==> src/source/cache_pkg.sv <==
`default_nettype none

package cache_pkg;

    // ####################
    // widths
    // ####################
    localparam int ADDR_WIDTH = 32;
    localparam int DATA_WIDTH = 32;
    localparam int NUM_SETS   = 8;
    localparam int SET_WIDTH  = 3;  // address bits 4:2
    localparam int TAG_WIDTH  = 27; // address bits 31:5

    typedef logic [ADDR_WIDTH-1:0] addr_t;
    typedef logic [DATA_WIDTH-1:0] data_t;
    typedef logic [SET_WIDTH-1:0]  set_idx_t;
    typedef logic [TAG_WIDTH-1:0]  tag_t;
    typedef logic                  way_t;

    // ####################
    // structs
    // ####################

    // one cpu request, held for the whole transaction
    typedef struct packed {
        set_idx_t set;
        tag_t     tag;
        data_t    wdata;
        logic     we;
    } cache_req_t;

    typedef struct packed {
        logic hit;
        way_t hit_way;
        way_t victim; // next way to be replaced in this set
    } lookup_t;

    typedef enum logic [2:0] {
        IDLE,
        LOOKUP,
        MEM_RD,
        MEM_WR,
        RESP
    } ctrl_state_t;

endpackage : cache_pkg

`default_nettype wire

==> src/source/cache_ctrl.sv <==
`default_nettype none

module cache_ctrl
    import cache_pkg::*;
(
    input  logic       clk_i,
    input  logic       arst_n_i,

    // cpu side, wishbone slave
    input  logic       cpu_cyc_i,
    input  logic       cpu_stb_i,
    input  logic       cpu_we_i,
    input  addr_t      cpu_adr_i,
    input  data_t      cpu_dat_i,
    output data_t      cpu_dat_o,
    output logic       cpu_ack_o,

    // memory side, wishbone master
    output logic       mem_cyc_o,
    output logic       mem_stb_o,
    output logic       mem_we_o,
    output addr_t      mem_adr_o,
    output data_t      mem_dat_o,
    input  data_t      mem_dat_i,
    input  logic       mem_ack_i,

    // store interface
    output cache_req_t req_o,
    input  lookup_t    lookup_i,
    output logic       tag_fill_o,
    output way_t       fill_way_o,
    output logic       touch_o,
    output way_t       touch_way_o,
    output logic       data_we_o,
    output way_t       data_way_o,
    output way_t       rd_way_o,
    output data_t      wdata_o,
    input  data_t      rdata_i
);

    ctrl_state_t state_q;
    ctrl_state_t state_d;
    cache_req_t  req_q;
    data_t       resp_q;

    logic start;

    assign start = cpu_cyc_i && cpu_stb_i;

    // ####################
    // state register
    // ####################
    always_ff @(posedge clk_i or negedge arst_n_i) begin
        if (!arst_n_i) begin
            state_q <= IDLE;
        end else begin
            state_q <= state_d;
        end
    end

    always_comb begin
        state_d = state_q;
        case (state_q)
            IDLE:    if (start) state_d = LOOKUP;
            LOOKUP: begin
                if (req_q.we) begin
                    state_d = MEM_WR;        // write-through, hit or miss
                end else if (lookup_i.hit) begin
                    state_d = RESP;
                end else begin
                    state_d = MEM_RD;
                end
            end
            MEM_RD:  if (mem_ack_i) state_d = RESP;
            MEM_WR:  if (mem_ack_i) state_d = RESP;
            RESP:    state_d = IDLE;
            default: state_d = IDLE;
        endcase
    end

    // request and response word, payload only
    always_ff @(posedge clk_i) begin
        if (state_q == IDLE && start) begin
            req_q.set   <= cpu_adr_i[SET_WIDTH+1:2];
            req_q.tag   <= cpu_adr_i[ADDR_WIDTH-1:ADDR_WIDTH-TAG_WIDTH];
            req_q.wdata <= cpu_dat_i;
            req_q.we    <= cpu_we_i;
        end
        if (state_q == LOOKUP && !req_q.we) begin
            resp_q <= rdata_i;                // hit word, overwritten on a miss
        end else if (state_q == MEM_RD && mem_ack_i) begin
            resp_q <= mem_dat_i;
        end
    end

    // ####################
    // store strobes
    // ####################
    always_comb begin
        tag_fill_o  = 1'b0;
        fill_way_o  = lookup_i.victim;
        touch_o     = 1'b0;
        touch_way_o = lookup_i.hit_way;
        data_we_o   = 1'b0;
        data_way_o  = lookup_i.hit_way;
        wdata_o     = req_q.wdata;
        case (state_q)
            LOOKUP: begin
                // read hit only moves round-robin
                touch_o = !req_q.we && lookup_i.hit;
            end
            MEM_RD: begin
                tag_fill_o = mem_ack_i;
                data_we_o  = mem_ack_i;
                data_way_o = lookup_i.victim;
                wdata_o    = mem_dat_i;
            end
            MEM_WR: begin
                touch_o   = mem_ack_i && lookup_i.hit; // a write miss allocates nothing
                data_we_o = mem_ack_i && lookup_i.hit;
            end
            default: ;
        endcase
    end

    assign rd_way_o = lookup_i.hit_way;
    assign req_o    = req_q;

    // ####################
    // bus outputs
    // ####################
    assign cpu_ack_o = (state_q == RESP);
    assign cpu_dat_o = resp_q;

    assign mem_cyc_o = (state_q == MEM_RD) || (state_q == MEM_WR);
    assign mem_stb_o = mem_cyc_o;
    assign mem_we_o  = (state_q == MEM_WR);
    assign mem_adr_o = {req_q.tag, req_q.set, 2'b00}; // word aligned
    assign mem_dat_o = req_q.wdata;

endmodule : cache_ctrl

`default_nettype wire

==> src/source/cache_data_store.sv <==
`default_nettype none

module cache_data_store
    import cache_pkg::*;
(
    input  logic     clk_i,
    input  set_idx_t set_i,
    input  way_t     rd_way_i,
    input  logic     data_we_i,
    input  way_t     data_way_i,
    input  data_t    wdata_i,
    output data_t    rdata_o
);

    data_t words_q [NUM_SETS][2]; // one word per line

    // combinational read of the selected way
    assign rdata_o = words_q[set_i][rd_way_i];

    always_ff @(posedge clk_i) begin
        if (data_we_i) begin
            words_q[set_i][data_way_i] <= wdata_i;
        end
    end

endmodule : cache_data_store

`default_nettype wire

==> src/source/cache_tag_store.sv <==
`default_nettype none

module cache_tag_store
    import cache_pkg::*;
(
    input  logic       clk_i,
    input  logic       arst_n_i,
    input  cache_req_t req_i,
    input  logic       tag_fill_i,
    input  way_t       fill_way_i,
    input  logic       touch_i,
    input  way_t       touch_way_i,
    output lookup_t    lookup_o
);

    logic [NUM_SETS-1:0][1:0] valid_q;
    logic [NUM_SETS-1:0]      rr_q;    // way to replace next, per set
    tag_t                     tags_q [NUM_SETS][2];

    logic hit0;
    logic hit1;

    // ####################
    // lookup
    // ####################
    assign hit0 = valid_q[req_i.set][0] && (tags_q[req_i.set][0] == req_i.tag);
    assign hit1 = valid_q[req_i.set][1] && (tags_q[req_i.set][1] == req_i.tag);

    always_comb begin
        lookup_o.hit     = hit0 || hit1;
        lookup_o.hit_way = hit1;             // way 0 unless way 1 matched
        lookup_o.victim  = rr_q[req_i.set];
    end

    // ####################
    // update
    // ####################
    always_ff @(posedge clk_i or negedge arst_n_i) begin
        if (!arst_n_i) begin
            valid_q <= '0;
            rr_q    <= '0;
        end else begin
            if (tag_fill_i) begin
                valid_q[req_i.set][fill_way_i] <= 1'b1;
                rr_q[req_i.set]                <= ~fill_way_i; // other way goes next
            end else if (touch_i) begin
                rr_q[req_i.set] <= ~touch_way_i;
            end
        end
    end

    // tags only matter once the valid bit is set
    always_ff @(posedge clk_i) begin
        if (tag_fill_i) begin
            tags_q[req_i.set][fill_way_i] <= req_i.tag;
        end
    end

endmodule : cache_tag_store

`default_nettype wire

==> src/source/twoway_cache_top.sv <==
`default_nettype none

module twoway_cache_top
    import cache_pkg::*;
(
    input  logic  clk_i,
    input  logic  arst_n_i,

    input  logic  cpu_cyc_i,
    input  logic  cpu_stb_i,
    input  logic  cpu_we_i,
    input  addr_t cpu_adr_i,
    input  data_t cpu_dat_i,
    output data_t cpu_dat_o,
    output logic  cpu_ack_o,

    output logic  mem_cyc_o,
    output logic  mem_stb_o,
    output logic  mem_we_o,
    output addr_t mem_adr_o,
    output data_t mem_dat_o,
    input  data_t mem_dat_i,
    input  logic  mem_ack_i
);

    cache_req_t req;
    lookup_t    lookup;
    logic       tag_fill;
    logic       touch;
    logic       data_we;
    way_t       fill_way;
    way_t       touch_way;
    way_t       data_way;
    way_t       rd_way;
    data_t      wdata;
    data_t      rdata;

    cache_ctrl ctrl0 (
        .clk_i       (clk_i),
        .arst_n_i    (arst_n_i),
        .cpu_cyc_i   (cpu_cyc_i),
        .cpu_stb_i   (cpu_stb_i),
        .cpu_we_i    (cpu_we_i),
        .cpu_adr_i   (cpu_adr_i),
        .cpu_dat_i   (cpu_dat_i),
        .cpu_dat_o   (cpu_dat_o),
        .cpu_ack_o   (cpu_ack_o),
        .mem_cyc_o   (mem_cyc_o),
        .mem_stb_o   (mem_stb_o),
        .mem_we_o    (mem_we_o),
        .mem_adr_o   (mem_adr_o),
        .mem_dat_o   (mem_dat_o),
        .mem_dat_i   (mem_dat_i),
        .mem_ack_i   (mem_ack_i),
        .req_o       (req),
        .lookup_i    (lookup),
        .tag_fill_o  (tag_fill),
        .fill_way_o  (fill_way),
        .touch_o     (touch),
        .touch_way_o (touch_way),
        .data_we_o   (data_we),
        .data_way_o  (data_way),
        .rd_way_o    (rd_way),
        .wdata_o     (wdata),
        .rdata_i     (rdata)
    );

    cache_tag_store tags0 (
        .clk_i       (clk_i),
        .arst_n_i    (arst_n_i),
        .req_i       (req),
        .tag_fill_i  (tag_fill),
        .fill_way_i  (fill_way),
        .touch_i     (touch),
        .touch_way_i (touch_way),
        .lookup_o    (lookup)
    );

    cache_data_store data0 (
        .clk_i      (clk_i),
        .set_i      (req.set),
        .rd_way_i   (rd_way),
        .data_we_i  (data_we),
        .data_way_i (data_way),
        .wdata_i    (wdata),
        .rdata_o    (rdata)
    );

endmodule : twoway_cache_top

`default_nettype wire

==> config.mk <==
export PLATFORM = sky130hd
export DESIGN_NAME = twoway_cache_top
export DESIGN_NICKNAME = d
export VERILOG_FILES = /design/src/source/cache_pkg.sv /design/src/source/cache_ctrl.sv /design/src/source/cache_data_store.sv /design/src/source/cache_tag_store.sv /design/src/source/twoway_cache_top.sv
export SDC_FILE = /design/constraint.sdc
export NUM_CORES = 1
export LEC_CHECK = 0
export BUFFER_PORTS_ARGS = -buffer_cell sky130_fd_sc_hd__buf_2
export CELL_PAD_IN_SITES_DETAIL_PLACEMENT = 0
export CELL_PAD_IN_SITES_GLOBAL_PLACEMENT = 2
export CORE_MARGIN = 3
export CORE_UTILIZATION = 43
export CTS_CLUSTER_DIAMETER = 100
export DETAILED_ROUTE_END_ITERATION = 6
export GPL_TIMING_DRIVEN = 0
export PLACE_DENSITY_LB_ADDON = 0.1
export SLEW_MARGIN = 20
export SYNTH_ARGS = -nofsm -noshare
export SYNTH_HDL_FRONTEND = slang
export SYNTH_SLANG_ARGS = --single-unit
==> constraint.sdc <==
create_clock -name clk_i -period 8 [get_ports clk_i]
set_input_delay 2.4 -clock clk_i [delete_from_list [all_inputs] [get_ports clk_i]]
set_output_delay 2.4 -clock clk_i [all_outputs]
set_load 0.005 [all_outputs]
==> impl_metrics.env, run 1 <==
export IMPL_run_status="finished clean"
export IMPL_async_flop_share=0.0253
export IMPL_dpl_cell_area_um2=46100
export IMPL_port_buffers=197
export IMPL_grt_overflow_total=0
export IMPL_fmax_ghz=0.162
export IMPL_drt_wl_total_mm=104
export IMPL_placeableCoreArea_um2=96900
export IMPL_postLayoutSetupSlackWorst_ns=1.81
export IMPL_netlist_cell_type_count=57
export IMPL_crit_reg2reg_capture="data0.words_q[2][14]$_DFFE_PP_"
export IMPL_critPathCaptureType="register"
export IMPL_detail_route_drc_violations=0
export IMPL_synth_top_cells_by_area="sky130_fd_sc_hd__edfxtp_1 74%, sky130_fd_sc_hd__mux4_2 10%, sky130_fd_sc_hd__mux2i_1 2.5%"
export IMPL_critical_path_endpoint="data0.words_q[2][14]$_DFFE_PP_"
export IMPL_die_x_um=319
export IMPL_hold_viol_final=0
export IMPL_post_layout_total_power_mw=14.1
export IMPL_die_height_um=319
export IMPL_clock_insertion_delay_worst_skew_ns=0.69
export IMPL_yosysWarnings=0
export IMPL_ios=202
export IMPL_cts_htree_levels=3
export IMPL_cts_resized=0
export IMPL_rrSetupSlack_ns=1.81
export IMPL_dp_hpwl_mm=68.4
export IMPL_critPathLaunchType="register"
export IMPL_register_area_share_after_synthesis=0.760
export IMPL_cts_tree="done"
export IMPL_dieArea_um2=102000
export IMPL_grt_start_max_net_pins=34
export IMPL_antenna_diode_count=0
export IMPL_first_global_vias=22100
export IMPL_grt_antenna_before_repair=0
export IMPL_detailedPlace_worstSlack_ns=1.54
export IMPL_cts_sink_count=1069
export IMPL_worst_r2r_path_cells=13
export IMPL_fin_crit_share=0.773
export IMPL_synth_cells=2057
export IMPL_cts_hold_fix_buffers=0
export IMPL_post_synth_cell_area_avg_um2=20.4
export IMPL_route_detailed_vias_per_inst=5.48
export IMPL_synth_edf_count=1039
export IMPL_mostFrequentLayoutCells="1,039 x sky130_fd_sc_hd__edfxtp_1, 228 x sky130_fd_sc_hd__buf_2, 192 x sky130_fd_sc_hd__mux4_2"
export IMPL_number_of_filler_cells_placed_in_the_layout=7815
export IMPL_grt_setup_unrepaired="no"
export IMPL_finalMaxSlewViolations=0
export IMPL_worstSetupPathType="register to register"
export IMPL_wl_per_cell_um=27.4
export IMPL_mappedNetlistArea_um2=42000
export IMPL_grt_usage=0.206
export IMPL_drt_iter0_drc=1519
export IMPL_routed_via_count=20800
export IMPL_highest_ir_drop_seen_on_vdd_v=0.000194
export IMPL_netlist_top_cell_by_area="sky130_fd_sc_hd__edfxtp_1"
export IMPL_area_delta_synth_final_pct=18.5
export IMPL_design_area_um2=49800
export IMPL_final_min_clock_period_ns=6.19
export IMPL_post_cts_setup_buffer_count=0
export IMPL_holdCritStartpoint="tags0.valid_q[5]$_DFFE_PN0P_"
export IMPL_synth_seq_cells=1069
export IMPL_clock_tree_buffer_depth=3
export IMPL_cellPowerDensity_nw_per_um2=283
export IMPL_commonest_non_fill_non_tap_cell_in_the_layout="sky130_fd_sc_hd__edfxtp_1"
export IMPL_drtAntennaViolNets=0
export IMPL_initial_utilization=0.434
export IMPL_critical_path_arrival_ns=6.56
export IMPL_setup_viol=0
export IMPL_worstHoldPathType="register to register"
export IMPL_synth_largest_type_area_fraction=0.742
export IMPL_drtPass1Iterations=7
export IMPL_leakage_power_of_the_design_nw=16.8
export IMPL_std_cell_rows=114
export IMPL_cts_inserted_buffers=112
export IMPL_critical_path_peak_fanout=15
export IMPL_finalWeightedCongestion=0.746
export IMPL_nets=2527
export IMPL_synth_ff_type="sky130_fd_sc_hd__edfxtp_1"
export IMPL_cts_root_buffer="sky130_fd_sc_hd__clkbuf_16"
export IMPL_worst_setup_hold_path_clk_slew_ns=0.06
export IMPL_timing_slew_headroom=0.266
export IMPL_grt_first_pass_wirelength_mm=153
export IMPL_sum_of_negative_setup_slack_ns=0
export IMPL_final_layout_size_suffix_gt1_frac=0.334
export IMPL_tightest_slew_ns=1.10
export IMPL_timing_clock_skew_ns=0.0340
export IMPL_cp_data_required_time_ns=8.37
export IMPL_timing_max_cap_violations=0
## flip-flops by register name, indices dropped and copies added, names as in the netlist, named ones only
signal           flops
ctrl0.state_q        3
ctrl0.mem_adr_o     30
tags0.valid_q       16
tags0.rr_q           8
ctrl0.cpu_dat_o     32
ctrl0.req_o          1
ctrl0.mem_dat_o     32
tags0.tags_q       432
data0.words_q      512
## cell families after synthesis
family	after synthesis	synth area share
compound gates	182	0.0275
xor+xnor	38	0.00792
buf+inv	209	0.0286
flops	1069	0.760
mux	370	0.153
other cells	1	0.0000892
simple gates	188	0.0230
## area by class of cell
cell class | instances | area [µm²] | area share
tap | 1276 | 1600 | 0.0321
multi-input combinational | 780 | 9140 | 0.184
inverter | 45 | 169 | 0.00339
clock buffer | 148 | 3010 | 0.0604
sequential | 1069 | 31900 | 0.641
clock inverter | 65 | 677 | 0.0136
timing repair buffer | 253 | 2230 | 0.0447
buffer | 164 | 1040 | 0.0209
## routing by layer
metal / vias to the layer above / global-route usage / wire (µm)
li1: 9093 / - / -
met1: 11100 / 0.274 / 43500
met2: 507 / 0.360 / 54000
met3: 145 / 0.0287 / 4160
met4: 0 / 0.0518 / 2270
met5: - / 0 / 0
## worst min path at each step
stage	end	slack, ns	cells past startpoint
after floorplan	tags0.valid_q[12]$_DFFE_PN0P_	0.43	1
after global placement	tags0.valid_q[8]$_DFFE_PN0P_	0.45	1
after detailed placement	tags0.valid_q[0]$_DFFE_PN0P_	0.45	1
after CTS	tags0.valid_q[5]$_DFFE_PN0P_	0.47	1
after global routing	tags0.valid_q[8]$_DFFE_PN0P_	0.48	1
final	tags0.valid_q[5]$_DFFE_PN0P_	0.47	1
## per-stage QoR
stage                     hold slack (ns)  utilization  instances
after global placement              0.446        0.461       3531
final                               0.467        0.514       3800
after floorplan                     0.434            -       2058
after global routing                0.483        0.514       3800
after detailed placement            0.453        0.476       3587
after CTS                           0.469        0.514       3800
## power by group
group	internal [mW]	switching, mW	total [mW]
Combinational	0.899	1.25	2.14
Clock	3.04	2.13	5.17
Sequential	6.62	0.164	6.79
Total	10.6	3.54	14.1
## worst max-delay path, cell delays in order, from the launching register on
cell and delay, ns:
sky130_fd_sc_hd__dfxtp_1 0.58, sky130_fd_sc_hd__buf_2 0.41, sky130_fd_sc_hd__nor2b_1 0.45, sky130_fd_sc_hd__buf_2 0.40, sky130_fd_sc_hd__a22oi_1 0.15, sky130_fd_sc_hd__o21ai_0 0.12, sky130_fd_sc_hd__xnor2_1 0.13, sky130_fd_sc_hd__nor4_1 0.64
sky130_fd_sc_hd__nand4_1 0.90, sky130_fd_sc_hd__buf_2 0.53, sky130_fd_sc_hd__a211o_1 0.60, sky130_fd_sc_hd__nor2_4 0.50, sky130_fd_sc_hd__buf_16 0.22, sky130_fd_sc_hd__buf_16 0.18
## Yosys cell counts (23+ instances only)
master,instances
sky130_fd_sc_hd__mux2i_1,103
sky130_fd_sc_hd__o22a_1,33
sky130_fd_sc_hd__clkbuf_1,30
sky130_fd_sc_hd__inv_1,44
sky130_fd_sc_hd__buf_2,29
sky130_fd_sc_hd__nor2_1,52
sky130_fd_sc_hd__xor2_1,24
sky130_fd_sc_hd__edfxtp_1,1039
sky130_fd_sc_hd__buf_4,71
sky130_fd_sc_hd__dfrtp_1,27
sky130_fd_sc_hd__nand3_1,38
sky130_fd_sc_hd__o21ai_0,83
sky130_fd_sc_hd__buf_1,23
sky130_fd_sc_hd__mux2_2,59
sky130_fd_sc_hd__mux4_2,192
Note: power is estimated with default switching activity, not from simulation.
==> inputs of run 2 (changes only) <==
--- a/config.mk
+++ b/config.mk
@@ -5,11 +5,12 @@
 export SDC_FILE = /design/constraint.sdc
 export NUM_CORES = 1
 export LEC_CHECK = 0
+export ABC_AREA = 1
 export BUFFER_PORTS_ARGS = -buffer_cell sky130_fd_sc_hd__buf_2
 export CELL_PAD_IN_SITES_DETAIL_PLACEMENT = 0
 export CELL_PAD_IN_SITES_GLOBAL_PLACEMENT = 2
 export CORE_MARGIN = 3
-export CORE_UTILIZATION = 43
+export CORE_UTILIZATION = 42
 export CTS_CLUSTER_DIAMETER = 100
 export DETAILED_ROUTE_END_ITERATION = 6
 export GPL_TIMING_DRIVEN = 0
==> constraint.sdc (replaced) <==
create_clock -name clk_i -period 5.7 [get_ports clk_i]
set_input_delay 1.71 -clock clk_i [delete_from_list [all_inputs] [get_ports clk_i]]
set_output_delay 1.71 -clock clk_i [all_outputs]
set_load 0.005 [all_outputs]
==> impl_metrics.env, run 2 <==
export IMPL_clock_share_of_power=0.316
export IMPL_yosysWarnings=0
export IMPL_reg_largest_list="data0.words_q x512, tags0.tags_q x432"
export IMPL_synth_seq_cells=1069
export IMPL_timing_max_cap_violations=0
export IMPL_detail_route_drc_violations=0
export IMPL_cts_root_buffer="sky130_fd_sc_hd__clkbuf_16"
export IMPL_worst_setup_hold_path_clk_slew_ns=0.06
export IMPL_initial_utilization=0.426
export IMPL_combinational_group_share_of_total_power=0.249
export IMPL_final_min_clock_period_ns=4.99
export IMPL_synth_top_cells_by_count="1,086 x sky130_fd_sc_hd__nand2_1, 1,039 x sky130_fd_sc_hd__edfxtp_1, 430 x sky130_fd_sc_hd__inv_1"
export IMPL_critical_path_peak_fanout=18
export IMPL_wl_per_cell_um=25.3
export IMPL_post_cts_setup_buffer_count=0
export IMPL_cts_tree="done"
export IMPL_fmax_ghz=0.200
export IMPL_clock_tree_buffer_depth=3
export IMPL_register_area_share_after_synthesis=0.708
export IMPL_setup_viol=0
export IMPL_cts_resized=0
export IMPL_internal_power_mw=14.9
export IMPL_postLayoutSetupSlackWorst_ns=0.708
export IMPL_power_share_sequential=0.435
export IMPL_number_of_filler_cells_placed_in_the_layout=9637
export IMPL_cellPowerDensity_nw_per_um2=423
export IMPL_grt_antenna_before_repair=0
export IMPL_drt_iter0_drc=2417
export IMPL_dp_hpwl_mm=102
export IMPL_worst_r2r_path_cells=15
export IMPL_route_detailed_vias_per_inst=5.25
export IMPL_async_flop_share=0.0253
export IMPL_mappedNetlistArea_um2=45100
export IMPL_drtAntennaViolNets=0
export IMPL_die_height_um=334
export IMPL_cts_inserted_buffers=116
export IMPL_post_synth_cell_area_avg_um2=11.4
export IMPL_detailedPlace_worstSlack_ns=0.655
export IMPL_highest_ir_drop_seen_on_vdd_v=0.000279
export IMPL_finalMaxSlewViolations=0
export IMPL_antenna_diode_count=0
export IMPL_synth_cells=3974
export IMPL_routed_via_count=30700
export IMPL_final_layout_size_suffix_gt1_frac=0.133
export IMPL_area_delta_synth_final_pct=16.8
export IMPL_numPlacedInstances=5626
export IMPL_critPathLaunchType="register"
export IMPL_grt_usage=0.263
export IMPL_placeableCoreArea_um2=106000
export IMPL_timing_clock_skew_ns=0.0366
export IMPL_cts_hold_fix_buffers=0
export IMPL_clock_insertion_delay_worst_skew_ns=0.73
export IMPL_grt_start_max_net_pins=28
export IMPL_synth_edf_count=1039
export IMPL_net_switching_power_mw=7.42
export IMPL_first_global_vias=30000
export IMPL_nets=4455
export IMPL_finalWeightedCongestion=0.891
export IMPL_synthMostInstantiatedCell="sky130_fd_sc_hd__nand2_1"
export IMPL_tightest_slew_ns=1.15
export IMPL_synth_largest_type_area_fraction=0.691
export IMPL_commonest_non_fill_non_tap_cell_in_the_layout="sky130_fd_sc_hd__nand2_1"
export IMPL_critPathCaptureType="register"
export IMPL_largest_reg_flops=512
export IMPL_netlist_top_cell_by_area="sky130_fd_sc_hd__edfxtp_1"
export IMPL_synth_ff_type="sky130_fd_sc_hd__edfxtp_1"
export IMPL_ios=202
export IMPL_drtPass1Iterations=7
export IMPL_cts_htree_levels=3
export IMPL_mostFrequentLayoutCells="1,085 x sky130_fd_sc_hd__nand2_1, 1,039 x sky130_fd_sc_hd__edfxtp_1, 430 x sky130_fd_sc_hd__inv_1"
export IMPL_grt_setup_unrepaired="no"
export IMPL_std_cell_rows=119
export IMPL_synth_top_cells_by_area="sky130_fd_sc_hd__edfxtp_1 69%, sky130_fd_sc_hd__nand2_1 9.0%, sky130_fd_sc_hd__nand3_1 4.6%"
export IMPL_critical_path_arrival_ns=5.39
export IMPL_die_x_um=334
export IMPL_worstSetupPathType="register to register"
export IMPL_sum_of_negative_setup_slack_ns=0
export IMPL_hold_depth=2
export IMPL_regMostFlops="data0.words_q"
export IMPL_cp_data_required_time_ns=6.10
export IMPL_grt_overflow_total=0
export IMPL_final_cells=5841
export IMPL_port_buffers=197
export IMPL_run_status="finished clean"
export IMPL_utilization=0.497
export IMPL_drt_wl_total_mm=148
export IMPL_timing_slew_headroom=0.234
export IMPL_grt_first_pass_wirelength_mm=211
export IMPL_leakage_power_of_the_design_nw=20.6
export IMPL_fin_crit_share=0.876
export IMPL_hold_viol_final=0
export IMPL_worstHoldPathType="register to register"
export IMPL_hold_slack_ns=0.454
export IMPL_power_switching_share=0.333
export IMPL_cts_sink_count=1069
export IMPL_netlist_cell_type_count=32
export IMPL_dieArea_um2=111000
[run 2: power groups by stage]
stage,Combinational (mW),Sequential [mW],Clock (mW)
final,5.55,9.70,7.04
after global routing,6.03,9.73,7.48
after CTS,5.60,9.70,7.16
after detailed placement,5.58,9.86,0
after global placement,5.36,9.92,0
after floorplan,3.06,9.78,0
[run 2: layout make-up]
cell class                 count  area, µm²  share of cell area
sequential                  1069      31900               0.606
multi-input combinational   2199      10400               0.197
clock buffer                 157       3080              0.0584
timing repair buffer         260       2060              0.0392
tap                         1391       1740              0.0330
inverter                     432       1620              0.0308
buffer                       275       1440              0.0274
clock inverter                58        420             0.00797
[run 2: stage by stage]
stage          power, mW  instance area, µm²
2_1_floorplan       12.8               45100
3_3_place_gp        15.3               47900
3_5_place_dp        15.4               49200
4_1_cts             22.5               52700
5_1_grt             23.2               52700
6_report            22.3               52700
[run 2: logic make-up after synthesis]
kind of cell	after synthesis	share of synthesized area
simple gates	1692	0.154
flops	1069	0.708
compound gates	505	0.0708
other cells	1	0.0000831
buf+inv	707	0.0679
[run 2: path summary, 6_finish.rpt]
kind / start / slack (ns) / endpoint
worst max-delay path: register / 0.71 / data0.words_q[3][54]$_DFFE_PP_
worst min-delay path: tags0.valid_q[7]$_DFFE_PN0P_ / 0.45 / tags0.valid_q[7]$_DFFE_PN0P_
worst max register to register: register / 0.71 / data0.words_q[3][54]$_DFFE_PP_
worst min register to register: tags0.valid_q[7]$_DFFE_PN0P_ / 0.45 / tags0.valid_q[7]$_DFFE_PN0P_
max in group asynchronous: arst_n_i / 4.23 / tags0.rr_q[3]$_DFFE_PN0P_
min in group asynchronous: arst_n_i / 1.02 / tags0.valid_q[5]$_DFFE_PN0P_
[run 2: critical path, stage by stage, from the launching register on]
cell and delay, ns:
sky130_fd_sc_hd__dfxtp_1 0.30, sky130_fd_sc_hd__buf_2 0.25, sky130_fd_sc_hd__clkbuf_1 0.80, sky130_fd_sc_hd__nand3_1 0.34, sky130_fd_sc_hd__nand2_1 0.15, sky130_fd_sc_hd__nand2_1 0.05, sky130_fd_sc_hd__nand2_1 0.24, sky130_fd_sc_hd__nand4_1 0.17
sky130_fd_sc_hd__nor2_1 0.44, sky130_fd_sc_hd__nand2_1 0.10, sky130_fd_sc_hd__nand2_1 0.15, sky130_fd_sc_hd__nand2_1 0.10, sky130_fd_sc_hd__nand2_1 0.12, sky130_fd_sc_hd__nand2_1 0.43, sky130_fd_sc_hd__nor2_4 0.72, sky130_fd_sc_hd__buf_16 0.25
[run 2: per-layer routing]
metal	routed length, µm	track usage	up-vias
met5	0	0	-
met4	4050	0.0733	0
met3	6470	0.0291	211
met2	77300	0.482	874
met1	60000	0.329	15200
li1	-	-	14400
